--- config.mk ---
export PLATFORM = sky130hd
export DESIGN_NAME = dcache_top
export DESIGN_NICKNAME = d
export VERILOG_FILES = /design/src/source/dcache_mem_pkg.sv /design/src/source/lsu_if_pkg.sv /design/src/source/dcache_arrays.sv /design/src/source/dcache_ctrl.sv /design/src/source/dcache_lane_align.sv /design/src/source/dcache_top.sv
export VERILOG_INCLUDE_DIRS = /design/src /design/src/source
export SDC_FILE = /design/constraint.sdc
export NUM_CORES = 2
export LEC_CHECK = 0
export ABC_AREA = 1
export BUFFER_PORTS_ARGS = -buffer_cell sky130_fd_sc_hd__buf_2
export CAP_MARGIN = 0
export CORE_ASPECT_RATIO = 0.5
export CORE_MARGIN = 4
export CORE_UTILIZATION = 50
export CTS_BUF_LIST = sky130_fd_sc_hd__clkbuf_2 sky130_fd_sc_hd__clkbuf_4 sky130_fd_sc_hd__clkbuf_8
export DETAILED_ROUTE_END_ITERATION = 10
export PLACE_DENSITY = 0.67
export SETUP_SLACK_MARGIN = 0.15
export SLEW_MARGIN = 20
export SYNTH_ARGS = -nofsm -noshare
export SYNTH_HDL_FRONTEND = slang
export SYNTH_SLANG_ARGS = --single-unit
--- constraint.sdc ---
create_clock -name clk_i -period 11.8 [get_ports clk_i]
set_input_delay 0 -clock clk_i [delete_from_list [all_inputs] [get_ports clk_i]]
set_output_delay 0 -clock clk_i [all_outputs]
set_load 0.02 [all_outputs]
--- src/source/dcache_config.svh ---
// Fixed geometry of the two-way write-back data cache
`ifndef DCACHE_CONFIG_SVH
`define DCACHE_CONFIG_SVH

// Processor data and physical address widths
`define DCACHE_XLEN 32
`define DCACHE_PLEN 32

// Line and set organisation
`define DCACHE_LINE_BITS 128
`define DCACHE_WAYS 2
`define DCACHE_SETS 8

// Address split: tag | index | offset
`define DCACHE_OFFSET_W 4
`define DCACHE_INDEX_W 3
`define DCACHE_TAG_W (`DCACHE_PLEN - `DCACHE_INDEX_W - `DCACHE_OFFSET_W)

`endif

--- src/source/dcache_mem_pkg.sv ---
// Storage, metadata and lower-memory types of the data cache
`include "dcache_config.svh"

package dcache_mem_pkg;

  typedef logic [`DCACHE_TAG_W-1:0]         tag_t;
  typedef logic [`DCACHE_LINE_BITS-1:0]     line_t;
  typedef logic [$clog2(`DCACHE_WAYS)-1:0] way_idx_t;

  typedef struct packed {
    logic dirty;
    logic valid;
  } meta_t;

  // Line-aligned miss address
  typedef struct packed {
    logic [`DCACHE_PLEN-1:0] addr;
  } mem_req_t;

  typedef struct packed {
    logic [`DCACHE_PLEN-1:0] addr;
    line_t                   line;
  } wb_req_t;

  typedef enum logic [2:0] {
    IDLE,
    LOOKUP,
    STORE_WRITE,
    WB_REQ,
    MISS_REQ,
    WAIT_REFILL,
    RESP
  } dcache_state_e;

endpackage

--- src/source/lsu_if_pkg.sv ---
// Processor-side load/store operation codes and request/response types
`include "dcache_config.svh"

package lsu_if_pkg;

  typedef enum logic [2:0] {
    LSU_LB,
    LSU_LBU,
    LSU_LW,
    LSU_SB,
    LSU_SW
  } lsu_op_e;

  typedef struct packed {
    logic [`DCACHE_PLEN-1:0] addr;
    lsu_op_e                 op;
  } ld_req_t;

  // Committed store from the store buffer
  typedef struct packed {
    logic [`DCACHE_PLEN-1:0] addr;
    logic [`DCACHE_XLEN-1:0] data;
    lsu_op_e                 op;
  } st_req_t;

  typedef struct packed {
    logic [`DCACHE_XLEN-1:0] data;
  } ld_rsp_t;

endpackage

--- src/source/dcache_arrays.sv ---
// Tag, metadata and line storage with hit compare and victim selection
`timescale 1ns/1ps
`include "dcache_config.svh"

module dcache_arrays (
  input  logic                       clk_i,
  input  logic                       rst_ni,
  input  logic [`DCACHE_INDEX_W-1:0] rd_index_i,
  input  logic                       wr_en_i,
  input  logic [`DCACHE_INDEX_W-1:0] wr_index_i,
  input  dcache_mem_pkg::way_idx_t   wr_way_i,
  input  dcache_mem_pkg::tag_t       wr_tag_i,
  input  dcache_mem_pkg::meta_t      wr_meta_i,
  input  dcache_mem_pkg::line_t      wr_line_i,
  input  dcache_mem_pkg::tag_t       req_tag_i,
  output logic                       hit_o,
  output dcache_mem_pkg::way_idx_t   hit_way_o,
  output dcache_mem_pkg::line_t      hit_line_o,
  output dcache_mem_pkg::way_idx_t   victim_way_o,
  output logic                       victim_dirty_o,
  output dcache_mem_pkg::tag_t       victim_tag_o,
  output dcache_mem_pkg::line_t      victim_line_o
);

  dcache_mem_pkg::tag_t  tag_mem  [`DCACHE_SETS][`DCACHE_WAYS];
  dcache_mem_pkg::meta_t meta_mem [`DCACHE_SETS][`DCACHE_WAYS];
  dcache_mem_pkg::line_t line_mem [`DCACHE_SETS][`DCACHE_WAYS];

  // Registered read of one set
  dcache_mem_pkg::tag_t  rd_tag_q  [`DCACHE_WAYS];
  dcache_mem_pkg::meta_t rd_meta_q [`DCACHE_WAYS];
  dcache_mem_pkg::line_t rd_line_q [`DCACHE_WAYS];

  logic [3:0] lfsr_q;

  always_ff @(posedge clk_i or negedge rst_ni) begin
    if (!rst_ni) begin
      for (int s = 0; s < `DCACHE_SETS; s++) begin
        for (int w = 0; w < `DCACHE_WAYS; w++) begin
          meta_mem[s][w] <= '0;
        end
      end
    end else if (wr_en_i) begin
      meta_mem[wr_index_i][wr_way_i] <= wr_meta_i;
    end
  end

  always_ff @(posedge clk_i) begin
    if (wr_en_i) begin
      tag_mem[wr_index_i][wr_way_i]  <= wr_tag_i;
      line_mem[wr_index_i][wr_way_i] <= wr_line_i;
    end
    rd_tag_q  <= tag_mem[rd_index_i];
    rd_meta_q <= meta_mem[rd_index_i];
    rd_line_q <= line_mem[rd_index_i];
  end

  // Free-running x^4 + x^3 + 1 sequence for random replacement
  always_ff @(posedge clk_i or negedge rst_ni) begin
    if (!rst_ni) begin
      lfsr_q <= 4'b0001;
    end else begin
      lfsr_q <= {lfsr_q[2:0], lfsr_q[3] ^ lfsr_q[2]};
    end
  end

  // --------------------------------------------------
  // Hit compare and victim choice
  // --------------------------------------------------
  always_comb begin
    hit_o        = 1'b0;
    hit_way_o    = '0;
    victim_way_o = lfsr_q[$bits(dcache_mem_pkg::way_idx_t)-1:0];
    // Descending scan so the lowest invalid way wins
    for (int w = `DCACHE_WAYS - 1; w >= 0; w--) begin
      if (rd_meta_q[w].valid && (rd_tag_q[w] == req_tag_i)) begin
        hit_o     = 1'b1;
        hit_way_o = dcache_mem_pkg::way_idx_t'(w);
      end
      if (!rd_meta_q[w].valid) begin
        victim_way_o = dcache_mem_pkg::way_idx_t'(w);
      end
    end
  end

  assign hit_line_o     = rd_line_q[hit_way_o];
  assign victim_tag_o   = rd_tag_q[victim_way_o];
  assign victim_line_o  = rd_line_q[victim_way_o];
  assign victim_dirty_o = rd_meta_q[victim_way_o].valid && rd_meta_q[victim_way_o].dirty;

endmodule

--- src/source/dcache_ctrl.sv ---
// Request arbitration and miss/writeback sequencing of the data cache
`timescale 1ns/1ps
`include "dcache_config.svh"

module dcache_ctrl (
  input  logic                          clk_i,
  input  logic                          rst_ni,
  input  logic                          ld_req_valid_i,
  input  lsu_if_pkg::ld_req_t           ld_req_i,
  output logic                          ld_req_ready_o,
  input  logic                          st_req_valid_i,
  input  lsu_if_pkg::st_req_t           st_req_i,
  output logic                          st_req_ready_o,
  output logic                          ld_rsp_valid_o,
  output lsu_if_pkg::ld_rsp_t           ld_rsp_o,
  output logic                          miss_req_valid_o,
  output dcache_mem_pkg::mem_req_t      miss_req_o,
  input  logic                          miss_req_ready_i,
  input  logic                          refill_valid_i,
  input  dcache_mem_pkg::line_t         refill_line_i,
  output logic                          wb_req_valid_o,
  output dcache_mem_pkg::wb_req_t       wb_req_o,
  input  logic                          wb_req_ready_i,
  output logic [`DCACHE_INDEX_W-1:0]    rd_index_o,
  output logic                          wr_en_o,
  output logic [`DCACHE_INDEX_W-1:0]    wr_index_o,
  output dcache_mem_pkg::way_idx_t      wr_way_o,
  output dcache_mem_pkg::tag_t          wr_tag_o,
  output dcache_mem_pkg::meta_t         wr_meta_o,
  output dcache_mem_pkg::line_t         wr_line_o,
  input  logic                          hit_i,
  input  dcache_mem_pkg::way_idx_t      hit_way_i,
  input  dcache_mem_pkg::way_idx_t      victim_way_i,
  input  logic                          victim_dirty_i,
  input  dcache_mem_pkg::tag_t          victim_tag_i,
  input  dcache_mem_pkg::line_t         victim_line_i,
  input  dcache_mem_pkg::line_t         hit_line_i,
  output lsu_if_pkg::lsu_op_e           align_op_o,
  output logic [`DCACHE_OFFSET_W-1:0]   align_offset_o,
  output logic [`DCACHE_XLEN-1:0]       align_wdata_o,
  output dcache_mem_pkg::line_t         align_line_o,
  input  logic [`DCACHE_XLEN-1:0]       load_data_i,
  input  dcache_mem_pkg::line_t         merged_line_i
);

  dcache_mem_pkg::dcache_state_e state_q, state_d;

  logic                     accept_ld;
  logic                     accept;
  logic                     refill_done;
  logic [`DCACHE_PLEN-1:0]  sel_addr;
  logic                     req_is_store_q;
  logic [`DCACHE_PLEN-1:0]  req_addr_q;
  lsu_if_pkg::lsu_op_e      req_op_q;
  logic [`DCACHE_XLEN-1:0]  req_wdata_q;
  dcache_mem_pkg::way_idx_t victim_way_q;
  dcache_mem_pkg::wb_req_t  wb_req_q;
  logic [`DCACHE_XLEN-1:0]  rsp_data_q;

  // --------------------------------------------------
  // Arbitration, load has priority over store
  // --------------------------------------------------
  assign ld_req_ready_o = (state_q == dcache_mem_pkg::IDLE);
  assign st_req_ready_o = ld_req_ready_o && !ld_req_valid_i;
  assign accept_ld      = ld_req_valid_i && ld_req_ready_o;
  assign accept         = accept_ld || (st_req_valid_i && st_req_ready_o);
  assign sel_addr       = accept_ld ? ld_req_i.addr : st_req_i.addr;
  assign refill_done    = (state_q == dcache_mem_pkg::WAIT_REFILL) && refill_valid_i;

  // Read the incoming set in IDLE, otherwise keep re-reading the request set
  assign rd_index_o = ld_req_ready_o ? sel_addr[`DCACHE_OFFSET_W +: `DCACHE_INDEX_W]
                                     : req_addr_q[`DCACHE_OFFSET_W +: `DCACHE_INDEX_W];

  always_ff @(posedge clk_i or negedge rst_ni) begin
    if (!rst_ni) begin
      state_q        <= dcache_mem_pkg::IDLE;
      req_is_store_q <= 1'b0;
    end else begin
      state_q <= state_d;
      if (accept) begin
        req_is_store_q <= !accept_ld;
      end
    end
  end

  always_ff @(posedge clk_i) begin
    if (accept) begin
      req_addr_q  <= sel_addr;
      req_op_q    <= accept_ld ? ld_req_i.op : st_req_i.op;
      req_wdata_q <= st_req_i.data;
    end
    // Victim context for a miss
    if (state_q == dcache_mem_pkg::LOOKUP && !hit_i) begin
      victim_way_q  <= victim_way_i;
      wb_req_q.addr <= {victim_tag_i, req_addr_q[`DCACHE_OFFSET_W +: `DCACHE_INDEX_W],
                        {`DCACHE_OFFSET_W{1'b0}}};
      wb_req_q.line <= victim_line_i;
    end
    if ((state_q == dcache_mem_pkg::LOOKUP && hit_i) || refill_done) begin
      rsp_data_q <= load_data_i;
    end
  end

  // --------------------------------------------------
  // Next state
  // --------------------------------------------------
  always_comb begin
    state_d = state_q;
    unique case (state_q)
      dcache_mem_pkg::IDLE: begin
        if (accept) begin
          state_d = dcache_mem_pkg::LOOKUP;
        end
      end
      dcache_mem_pkg::LOOKUP: begin
        if (hit_i) begin
          state_d = req_is_store_q ? dcache_mem_pkg::STORE_WRITE : dcache_mem_pkg::RESP;
        end else if (victim_dirty_i) begin
          state_d = dcache_mem_pkg::WB_REQ;
        end else begin
          state_d = dcache_mem_pkg::MISS_REQ;
        end
      end
      dcache_mem_pkg::STORE_WRITE: state_d = dcache_mem_pkg::IDLE;
      dcache_mem_pkg::WB_REQ: begin
        if (wb_req_ready_i) begin
          state_d = dcache_mem_pkg::MISS_REQ;
        end
      end
      dcache_mem_pkg::MISS_REQ: begin
        if (miss_req_ready_i) begin
          state_d = dcache_mem_pkg::WAIT_REFILL;
        end
      end
      dcache_mem_pkg::WAIT_REFILL: begin
        if (refill_valid_i) begin
          state_d = req_is_store_q ? dcache_mem_pkg::IDLE : dcache_mem_pkg::RESP;
        end
      end
      default: state_d = dcache_mem_pkg::IDLE;
    endcase
  end

  // --------------------------------------------------
  // Outputs, array writes and aligner feed
  // --------------------------------------------------
  assign wb_req_valid_o   = (state_q == dcache_mem_pkg::WB_REQ);
  assign wb_req_o         = wb_req_q;
  assign miss_req_valid_o = (state_q == dcache_mem_pkg::MISS_REQ);
  assign miss_req_o.addr  = {req_addr_q[`DCACHE_PLEN-1:`DCACHE_OFFSET_W],
                             {`DCACHE_OFFSET_W{1'b0}}};
  assign ld_rsp_valid_o   = (state_q == dcache_mem_pkg::RESP);
  assign ld_rsp_o.data    = rsp_data_q;

  // In STORE_WRITE the arrays still hold the re-read request set, so the
  // hit way and merged line are those seen in LOOKUP
  assign wr_en_o         = (state_q == dcache_mem_pkg::STORE_WRITE) || refill_done;
  assign wr_index_o      = req_addr_q[`DCACHE_OFFSET_W +: `DCACHE_INDEX_W];
  assign wr_way_o        = (state_q == dcache_mem_pkg::STORE_WRITE) ? hit_way_i : victim_way_q;
  assign wr_tag_o        = req_addr_q[`DCACHE_PLEN-1 -: `DCACHE_TAG_W];
  assign wr_meta_o.dirty = req_is_store_q;
  assign wr_meta_o.valid = 1'b1;
  assign wr_line_o       = merged_line_i;

  assign align_op_o     = req_op_q;
  assign align_offset_o = req_addr_q[`DCACHE_OFFSET_W-1:0];
  assign align_wdata_o  = req_wdata_q;
  assign align_line_o   = (state_q == dcache_mem_pkg::WAIT_REFILL) ? refill_line_i : hit_line_i;

endmodule

--- src/source/dcache_lane_align.sv ---
// Load data extraction from a cache line and store merge into it
`timescale 1ns/1ps
`include "dcache_config.svh"

module dcache_lane_align (
  input  lsu_if_pkg::lsu_op_e         op_i,
  input  logic [`DCACHE_OFFSET_W-1:0] offset_i,
  input  logic [`DCACHE_XLEN-1:0]     wdata_i,
  input  dcache_mem_pkg::line_t       line_i,
  output logic [`DCACHE_XLEN-1:0]     load_data_o,
  output dcache_mem_pkg::line_t       merged_line_o
);

  // Bit positions of the addressed byte and of its enclosing word
  logic [`DCACHE_OFFSET_W+2:0] byte_pos;
  logic [`DCACHE_OFFSET_W+2:0] word_pos;
  logic [7:0]                  byte_val;
  logic [`DCACHE_XLEN-1:0]     word_val;

  assign byte_pos = {offset_i, 3'b000};
  assign word_pos = {offset_i[`DCACHE_OFFSET_W-1:2], 5'b00000};
  assign byte_val = line_i[byte_pos +: 8];
  assign word_val = line_i[word_pos +: `DCACHE_XLEN];

  // --------------------------------------------------
  // Load lane
  // --------------------------------------------------
  always_comb begin
    unique case (op_i)
      lsu_if_pkg::LSU_LB:  load_data_o = {{(`DCACHE_XLEN-8){byte_val[7]}}, byte_val};
      lsu_if_pkg::LSU_LBU: load_data_o = {{(`DCACHE_XLEN-8){1'b0}}, byte_val};
      lsu_if_pkg::LSU_LW:  load_data_o = word_val;
      default:             load_data_o = '0;
    endcase
  end

  // --------------------------------------------------
  // Store merge, loads pass the line through unchanged
  // --------------------------------------------------
  always_comb begin
    merged_line_o = line_i;
    unique case (op_i)
      lsu_if_pkg::LSU_SB: merged_line_o[byte_pos +: 8] = wdata_i[7:0];
      lsu_if_pkg::LSU_SW: merged_line_o[word_pos +: `DCACHE_XLEN] = wdata_i;
      default: ;
    endcase
  end

endmodule

--- src/source/dcache_top.sv ---
// Blocking two-way write-back data cache with load and committed-store ports
`timescale 1ns/1ps
`include "dcache_config.svh"

module dcache_top (
  input  logic                     clk_i,
  input  logic                     rst_ni,
  input  logic                     ld_req_valid_i,
  input  lsu_if_pkg::ld_req_t      ld_req_i,
  output logic                     ld_req_ready_o,
  input  logic                     st_req_valid_i,
  input  lsu_if_pkg::st_req_t      st_req_i,
  output logic                     st_req_ready_o,
  output logic                     ld_rsp_valid_o,
  output lsu_if_pkg::ld_rsp_t      ld_rsp_o,
  output logic                     miss_req_valid_o,
  output dcache_mem_pkg::mem_req_t miss_req_o,
  input  logic                     miss_req_ready_i,
  input  logic                     refill_valid_i,
  input  dcache_mem_pkg::line_t    refill_line_i,
  output logic                     wb_req_valid_o,
  output dcache_mem_pkg::wb_req_t  wb_req_o,
  input  logic                     wb_req_ready_i
);

  logic [`DCACHE_INDEX_W-1:0]  rd_index;
  logic                        wr_en;
  logic [`DCACHE_INDEX_W-1:0]  wr_index;
  dcache_mem_pkg::way_idx_t    wr_way;
  dcache_mem_pkg::tag_t        wr_tag;
  dcache_mem_pkg::meta_t       wr_meta;
  dcache_mem_pkg::line_t       wr_line;
  logic                        hit;
  logic                        victim_dirty;
  dcache_mem_pkg::way_idx_t    hit_way;
  dcache_mem_pkg::way_idx_t    victim_way;
  dcache_mem_pkg::tag_t        victim_tag;
  dcache_mem_pkg::line_t       victim_line;
  dcache_mem_pkg::line_t       hit_line;
  lsu_if_pkg::lsu_op_e         align_op;
  logic [`DCACHE_OFFSET_W-1:0] align_offset;
  logic [`DCACHE_XLEN-1:0]     align_wdata;
  logic [`DCACHE_XLEN-1:0]     load_data;
  dcache_mem_pkg::line_t       align_line;
  dcache_mem_pkg::line_t       merged_line;

  dcache_ctrl i_dcache_ctrl (
    .clk_i, .rst_ni,
    .ld_req_valid_i, .ld_req_i, .ld_req_ready_o,
    .st_req_valid_i, .st_req_i, .st_req_ready_o,
    .ld_rsp_valid_o, .ld_rsp_o,
    .miss_req_valid_o, .miss_req_o, .miss_req_ready_i,
    .refill_valid_i, .refill_line_i,
    .wb_req_valid_o, .wb_req_o, .wb_req_ready_i,
    .rd_index_o     (rd_index),
    .wr_en_o        (wr_en),
    .wr_index_o     (wr_index),
    .wr_way_o       (wr_way),
    .wr_tag_o       (wr_tag),
    .wr_meta_o      (wr_meta),
    .wr_line_o      (wr_line),
    .hit_i          (hit),
    .hit_way_i      (hit_way),
    .victim_way_i   (victim_way),
    .victim_dirty_i (victim_dirty),
    .victim_tag_i   (victim_tag),
    .victim_line_i  (victim_line),
    .hit_line_i     (hit_line),
    .align_op_o     (align_op),
    .align_offset_o (align_offset),
    .align_wdata_o  (align_wdata),
    .align_line_o   (align_line),
    .load_data_i    (load_data),
    .merged_line_i  (merged_line)
  );

  // The write tag is always the request tag, so it also drives the compare
  dcache_arrays i_dcache_arrays (
    .clk_i, .rst_ni,
    .rd_index_i     (rd_index),
    .wr_en_i        (wr_en),
    .wr_index_i     (wr_index),
    .wr_way_i       (wr_way),
    .wr_tag_i       (wr_tag),
    .wr_meta_i      (wr_meta),
    .wr_line_i      (wr_line),
    .req_tag_i      (wr_tag),
    .hit_o          (hit),
    .hit_way_o      (hit_way),
    .hit_line_o     (hit_line),
    .victim_way_o   (victim_way),
    .victim_dirty_o (victim_dirty),
    .victim_tag_o   (victim_tag),
    .victim_line_o  (victim_line)
  );

  dcache_lane_align i_dcache_lane_align (
    .op_i          (align_op),
    .offset_i      (align_offset),
    .wdata_i       (align_wdata),
    .line_i        (align_line),
    .load_data_o   (load_data),
    .merged_line_o (merged_line)
  );

endmodule

# Word level (Yosys, flattened, before mapping)
# Memories as Yosys holds them, arrays and structs flattened. A register that Yosys moved wholly into a read port is not among the register bits.
# Cells that the tools add are included.
# classes
addsub	2
n_lt_le_gt_ge	7
eq_ne	16
shift	6
muxes	50
bitwise	6
reduce_logical	20
# op_table
op	n
2-to-1 mux 128 bit	8
bitwise mux 128 bit	2
2-to-1 mux 256 bit	1
one-hot mux 128 bit (2 select lines)	1
demux 128 bit (select 1 bit)	1
variable shift 32 x 9 -> 128 bit, first input constant	1
variable shift 8 x 9 -> 128 bit, first input constant	1
indexed part select 128 x 8 -> 32 bit	1
indexed part select 128 x 8 -> 8 bit	1
indexed part select 32 x 9 -> 128 bit	1
indexed part select 8 x 9 -> 128 bit	1
2-to-1 mux 25 bit	4
one-hot mux 32 bit (3 select lines)	1
equality test 25 bit	2
2-to-1 mux 50 bit	1
bitwise mux 32 bit	1
2-to-1 mux 32 bit	1
2-to-1 mux 3 bit	10
demux 25 bit (select 1 bit)	1
negation 7 -> 9 bit	2
one-hot mux 3 bit (5 select lines)	1
binary-select mux 4 bit (select 3 bit)	1
demux 4 bit (select 3 bit)	1
equality test 3 x 2 -> 1 bit, second input constant	4
other kinds (20)	58
# word_totals
regBits	300
mem_bits_rw	2448
inputBits	237
elab_cells	155
n_memories	2
# memory_table
name	words	word_bits	read_ports	rd_ports_with_merged_regs	write_ports	line_no	rtl
i_dcache_arrays.line_mem	8	256	1	1	1	dcache_arrays.sv:27	dcache_mem_pkg::line_t line_mem [`DCACHE_SETS][`DCACHE_WAYS];
i_dcache_arrays.tag_mem	8	50	1	1	1	dcache_arrays.sv:25	dcache_mem_pkg::tag_t tag_mem [`DCACHE_SETS][`DCACHE_WAYS];

# Depth between registers and ports, before layout
# logic_depth
word_depth	13
mapped_depth	22
ltp_nobuf	20

# Cells and area by module
# From an unflattened synthesis, not the netlist that was laid out.
# hier_totals
cells_unflattened	11266
area_unflattened_um2	125193.8
# modules_own_cells
module	n_inst	cells_per_inst	area_each_um2	seq_area_each_um2
dcache_arrays	1	8552	106005.4	80618.6
dcache_ctrl	1	1017	11394.7	7787.5
dcache_lane_align	1	1697	7793.7	0.0

# Worst setup path after synthesis
# No wires, ideal clock.
# synth_path
path_kind	register -> register
from	register i_dcache_ctrl.req_addr_q[27]
to	register i_dcache_arrays.meta_mem[17] (netlist bit)
setup_ps	106
arrival_ps	9367
required_ps	11694
path_slack_ps	2327
stages_incl_launch_ff	20
synth_period_minus_slack_ps	9473
path_cell_list	edfxtp_1 buf_2 inv_1 nand2_1 nand2_1 nor2_1 nand2_1 nor2_1 nand2_1 nor2_4 nand2_4 clkinv_1 nand2_1 nand2_1 inv_1 nor2_1 inv_2 nor2_1 inv_1 o21ai_1
# synth_between
elab_chain_cells	13
elab_cells_between_ends	16
# synth_rtl
item	line_no	rtl
start: declaration	dcache_ctrl.sv:53	logic [`DCACHE_PLEN-1:0] req_addr_q;
start signal: assignment	dcache_ctrl.sv:88	req_addr_q <= sel_addr;
equality test 25 bit	dcache_arrays.sv:76	if (rd_meta_q[w].valid && (rd_tag_q[w] == req_tag_i)) begin
logical AND 1 bit	dcache_arrays.sv:76	
2-to-1 mux 1 bit	dcache_arrays.sv:76	
2-to-1 mux 1 bit *	dcache_arrays.sv:76	
2-to-1 mux 1 bit *	dcache_ctrl.sv:159	assign wr_way_o = (state_q == dcache_mem_pkg::STORE_WRITE) ? hit_way_i : victim_way_q;
NOT 1 -> 2 bit (implied by the code) *	dcache_arrays.sv:44	meta_mem[wr_index_i][wr_way_i] <= wr_meta_i;
greater-or-equal comparator 2 bit (implied by the code) / less-than comparator 2 x 1 -> 1 bit (equally long branches)	dcache_arrays.sv:44	
logical AND 1 bit (implied by the code)	dcache_arrays.sv:44	
2-to-1 mux 2 bit (implied by the code)	dcache_arrays.sv:44	
demux 2 bit (select 1 bit) *	dcache_arrays.sv:44	
2-to-1 mux 4 bit (implied by the code) *	dcache_arrays.sv:44	
demux 4 bit (select 3 bit) *	dcache_arrays.sv:44	
bitwise mux 32 bit *	dcache_arrays.sv:44	
end signal: indexed assignment	dcache_arrays.sv:44	
end: declaration	dcache_arrays.sv:26	dcache_mem_pkg::meta_t meta_mem [`DCACHE_SETS][`DCACHE_WAYS];
# Every way passes the cells marked *; elsewhere a longest branch is shown, timed or not.
# A chain may end at the register's enable or synchronous reset.

# Worst setup path after layout
# layout_path
from	register i_dcache_ctrl.req_addr_q[19]
to	memory i_dcache_arrays.line_mem[7][47] (netlist bit) (enable)
# layout_between
elab_chain_cells	11
elab_cells_between_ends	14
# layout_rtl
item	line_no	rtl
equality test 25 bit	dcache_arrays.sv:76	
logical AND 1 bit	dcache_arrays.sv:76	
2-to-1 mux 1 bit	dcache_arrays.sv:76	
2-to-1 mux 1 bit *	dcache_arrays.sv:76	
2-to-1 mux 1 bit *	dcache_ctrl.sv:159	
NOT 1 -> 2 bit (implied by the code) *	dcache_arrays.sv:51	line_mem[wr_index_i][wr_way_i] <= wr_line_i;
greater-or-equal comparator 2 bit (implied by the code) / less-than comparator 2 x 1 -> 1 bit (equally long branches)	dcache_arrays.sv:51	
logical AND 1 bit (implied by the code)	dcache_arrays.sv:51	
2-to-1 mux 128 bit (implied by the code)	dcache_arrays.sv:51	
demux 128 bit (select 1 bit) *	dcache_arrays.sv:51	
2-to-1 mux 256 bit (implied by the code) *	dcache_arrays.sv:51	
end: declaration	dcache_arrays.sv:27	
# Marks and branches as above.

==> impl_summary.txt <==
----------------------------------------------------
[Status]
  Result of the run ... finished, final reports clean

[Routing]
  Vias after detailed routing ... between 90000 and 100k
  1st-iter DRT viols ... between 10000 and 15000
  Via-to-Cell Ratio ... approximately 6
  Post-DRT Antenna Nets ... 0
  Detailed-route DRC error count ... 0
  Total detailed-routing wirelength ... roughly 430000 um
  Average wire per standard cell ... just under 30 um
  First drt pass iteration count ... 6

[Clocking]
  Clock-pin transition on the worst setup and hold timing paths ... roughly 0.07 ns
  Cell at the root of the clock tree ... sky130_fd_sc_hd__clkbuf_8
  Total number of H-tree levels ... 5
  CTS max path bufs ... 4
  CTS Buf Count ... between 400 and 500
  TritonCTS clock tree ... yes
  Number of clock sinks ... 3054
  Buffers inserted during post-CTS setup optimization ... 0
  Clock latency on the worst-skew pair ... roughly 1.1 ns

[Setup path]
  Worst setup EP type ... flop
  Worst endpoint data arrival time ... roughly 7.3 ns
  CP required ... 12.38 ns
  Crit path launch type ... flop
  Register-to-Register Path Depth ... 19
  Worst-path maximum fanout ... 38
  Crit Path Category ... flop to flop

[Logic synthesis]
  Part of the Yosys area used for sequential elements ... 0.714
  Simple-gate share of the synthesized area ... 0.101
  Yosys warning count ... 0
  Count of flip-flops with a built-in enable after synthesis ... roughly 2700
  Count of unique library cells instantiated by Yosys ... 54
  Proportion of synthesized area in mux cells ... 0
  Main combinational cell family by area after synthesis ... compound AO/OA/AOI/OAI gates
  Cells after Synth ... approximately 10000
  Netlist Area Pre-Place ... 124000 um^2
  Most common flop cell mapped by yosys ... sky130_fd_sc_hd__edfxtp_1
  Ys async rst share ... 0.0131
  Adder-cell share of the synthesized area ... 0.000809
  Synth Area in Compound Gates ... 0.147
  Synthesized area per cell ... about 12 um^2
  Number of flip-flops and latches in the synthesized netlist ... ~3000
  Xor-xnor portion of the synthesized cell area ... 0.000637

[Global route]
  Top Usage Layer GRT ... met2
  Met1 layer usage reported by global route ... 0.455
  Wire length of the first global-routing pass ... 601000 um
  Global route total overflow ... 0
  Initial antenna violation count ... 12
  Pin count of the biggest net entering global routing ... 183
  Grt met2 use ... 0.476
  Number of global-route vias before repair ... 83400
  Combined global-route utilization of all metal layers ... 0.322
  Global-route met3 utilization ... 0.0651

[STA]
  Final hold slack ... between 0.03 and 0.04 ns
  Share of the clock period used by the worst path ... 0.567
  Timing-limited maximum frequency ... 150 MHz
  Setup tns final ... 0 ns
  Transition at the pin with the smallest max-transition slack ... 1.22 ns
  Setup-failing EPs final ... 0
  Final worst-path setup slack ... 5.11 ns
  Skew final ... just over 0.1 ns
  Relative max-transition margin ... 0.181
  Final hold viol count ... 0
  Final critical path time including I/O delays and setup ... between 6 and 7 ns
  Setup repair after global routing missed its margin ... no
  Final Max Slew Viols ... 0

[Cells and area]
  Final layout net count ... 11200
  Ratio of cells with drive above 1 in the final layout ... 0.144
  Most frequent standard cell in the layout excluding fill and tap cells ... sky130_fd_sc_hd__edfxtp_1
  Layout area overhead ... 14.8%
  Leading cell types in the layout, fill and taps excluded ... sky130_fd_sc_hd__edfxtp_1, sky130_fd_sc_hd__nand2_1, sky130_fd_sc_hd__nor2_1

[Flow run]
  # Max-Cap Violations ... 0

[Min path]
  Class of the most critical hold timing path ... input pin to flop
  Cell count of the worst hold path ... 4

[Placed design]
  Input/output buffers ... between 400 and 500
  Gp weighted congestion ... approximately 1.0
  Setup Slack @ Placement ... 5.38 ns
  HPWL after DPL ... between 200000 and 300000 um

[Power]
  Combinational Power Share ... 0.426
  Worst-case vdd ir drop ... 362 uV
  Reg power frac ... 0.377
  Share of power burned in the clock network ... 0.197
  Switching power summed over all nets ... roughly 0.019 W
  Switching part of the total ... 0.426
  Static leakage ... approximately 50 nW
  Cell-internal power ... between 0.02 and 0.025 W
  PwrDens ... 305 nW/um^2
  Power consumption ... ~0.043 W

[Floorplan]
  Height of the die ... about 360 um
  Area inside the core boundary ... about 240000 um^2
  # rows ... ~130
  Die Area ... between 200000 and 300000 um^2
  Top Ports ... 466
  Initial core utilization ... 0.505
  Die Wd ... about 710 um

----------------------------------------------------
-- critical path, cell delays in order, from the launching register on --
cell and delay [ns]:
sky130_fd_sc_hd__edfxtp_1 0.75, sky130_fd_sc_hd__inv_1 0.12, sky130_fd_sc_hd__nand2_1 0.09, sky130_fd_sc_hd__nand2_1 0.05, sky130_fd_sc_hd__nor2_1 0.16, sky130_fd_sc_hd__nand2_1 0.07, sky130_fd_sc_hd__nor2_1 0.20, sky130_fd_sc_hd__nand2_1 0.15
sky130_fd_sc_hd__nor2_4 0.18, sky130_fd_sc_hd__buf_4 0.49, sky130_fd_sc_hd__nand2_8 0.33, sky130_fd_sc_hd__clkinv_1 0.59, sky130_fd_sc_hd__nand2_1 0.11, sky130_fd_sc_hd__nand2_1 0.17, sky130_fd_sc_hd__inv_1 0.10, sky130_fd_sc_hd__nor2_1 0.12
sky130_fd_sc_hd__inv_2 0.15, sky130_fd_sc_hd__nor2_4 0.72, sky130_fd_sc_hd__buf_4 0.77, sky130_fd_sc_hd__buf_4 0.78
-- stage by stage --
stage	std cells	area [um^2]	utilization
finish	14600	142000	0.580
global route	14600	142000	0.580
CTS	14600	142000	0.580
detailed placement	13500	130000	0.529
global placement	13400	130000	0.529
floorplan	10200	124000	-
-- synthesized netlist by cell type (3+ instances only) --
master	number	area, um^2
sky130_fd_sc_hd__inv_2	10	37.5
sky130_fd_sc_hd__o21ai_1	373	1870
sky130_fd_sc_hd__clkbuf_2	19	95.1
sky130_fd_sc_hd__buf_1	32	120
sky130_fd_sc_hd__ha_1	8	100
sky130_fd_sc_hd__edfxtp_1	2704	81200
sky130_fd_sc_hd__a21boi_0	6	45.0
sky130_fd_sc_hd__buf_6	7	78.8
sky130_fd_sc_hd__clkbuf_1	341	1280
sky130_fd_sc_hd__nor2_1	1125	4220
sky130_fd_sc_hd__inv_1	314	1180
sky130_fd_sc_hd__xnor2_1	7	61.3
sky130_fd_sc_hd__o211ai_1	87	653
sky130_fd_sc_hd__o22ai_1	367	2300
sky130_fd_sc_hd__o21bai_1	617	4630
sky130_fd_sc_hd__o221ai_1	40	350
sky130_fd_sc_hd__o21a_1	7	52.6
sky130_fd_sc_hd__nor3_1	26	130
sky130_fd_sc_hd__nand3_1	540	2700
sky130_fd_sc_hd__buf_4	35	263
sky130_fd_sc_hd__o32ai_1	7	61.3
sky130_fd_sc_hd__nand3b_1	3	22.5
sky130_fd_sc_hd__nand2_1	1193	4480
sky130_fd_sc_hd__o311ai_0	9	78.8
sky130_fd_sc_hd__a22oi_1	24	180
sky130_fd_sc_hd__buf_2	269	1350
sky130_fd_sc_hd__nand2_2	3	18.8
sky130_fd_sc_hd__o21ai_0	1037	5190
sky130_fd_sc_hd__a31oi_1	311	1950
sky130_fd_sc_hd__or2_2	85	532
sky130_fd_sc_hd__and2_1	36	225
sky130_fd_sc_hd__dfrtp_1	39	976
sky130_fd_sc_hd__dfxtp_1	310	6210
sky130_fd_sc_hd__nand4_1	10	62.6
sky130_fd_sc_hd__a21oi_1	151	756
sky130_fd_sc_hd__clkinv_1	7	26.3
-- path summary, 6_finish.rpt --
check / start / end / slack (ns)
max in group asynchronous: rst_ni / i_dcache_arrays.lfsr_q[2] / 11.40
worst max-delay path: i_dcache_ctrl.req_addr_q[19] / i_dcache_arrays.line_mem[7][47] / 5.11
min in group asynchronous: rst_ni / i_dcache_ctrl.state_q[0] / 0.14
worst min register to register: i_dcache_arrays.lfsr_q[1] / i_dcache_arrays.lfsr_q[2] / 0.38
worst min-delay path: ld_req_i[25] / i_dcache_ctrl.req_addr_q[22] / 0.03
worst max register to register: i_dcache_ctrl.req_addr_q[19] / i_dcache_arrays.line_mem[7][47] / 5.11
-- cell families after synthesis --
| group | after synthesis |
|---|---|
| flip-flops | 3054 |
| AO/OA/AOI/OAI | 3050 |
| AND/OR/NAND/NOR | 3030 |
| buffers and inverters | 1034 |
| XOR/XNOR | 9 |
| adder cells (fa/ha/maj) | 8 |
| other | 1 |
-- flip-flops by register name, summed over array words and instances, names as in the netlist, 3 cells and up --
name and count:
i_dcache_arrays.rd_line_q 256, i_dcache_ctrl.align_op_o 3, i_dcache_ctrl.wb_req_o 156, i_dcache_arrays.line_mem 2048
i_dcache_ctrl.align_wdata_o 32, i_dcache_ctrl.req_addr_q 32, i_dcache_arrays.rd_meta_q 4, i_dcache_ctrl.ld_rsp_o 32
i_dcache_arrays.meta_mem 32, i_dcache_arrays.lfsr_q 4, i_dcache_arrays.rd_tag_q 50, i_dcache_ctrl.state_q 3
i_dcache_arrays.tag_mem 400
-- per-layer routing --
layer / wire length [um] / up-vias / part of all wire
li1: - / 38900 / -
met5: 124 / - / 0.00029
met4: 24500 / 16 / 0.058
met3: 49700 / 959 / 0.12
met2: 186000 / 5806 / 0.44
met1: 165000 / 44400 / 0.39
-- what timing repair did --
item                      4_1_cts  5_1_grt
gates resized for setup         0        0
hold buffers                  344        2
hold endpoints to repair     1299        6
-- power by group through the flow --
stage / Clock (W) / Combinational [W] / Sequential [W]
floorplan: 0 / 0.0106 / 0.0166
global placement: 0 / 0.0174 / 0.0165
CTS: 0.00860 / 0.0179 / 0.0163
global route: 0.00913 / 0.0197 / 0.0165
finish: 0.00854 / 0.0185 / 0.0164
detailed placement: 0 / 0.0176 / 0.0165
-- layout make-up --
class	count	area [um^2]
fillers	19600	103000
multi-input cells	6105	31500
clock inverters	136	978
repair buffers	1066	7960
inverters	331	1270
flip-flops and latches	3054	88400
well taps	3250	4070
diodes	8	20.0
clock buffers	640	7850
(Power assumes the default switching activity.)
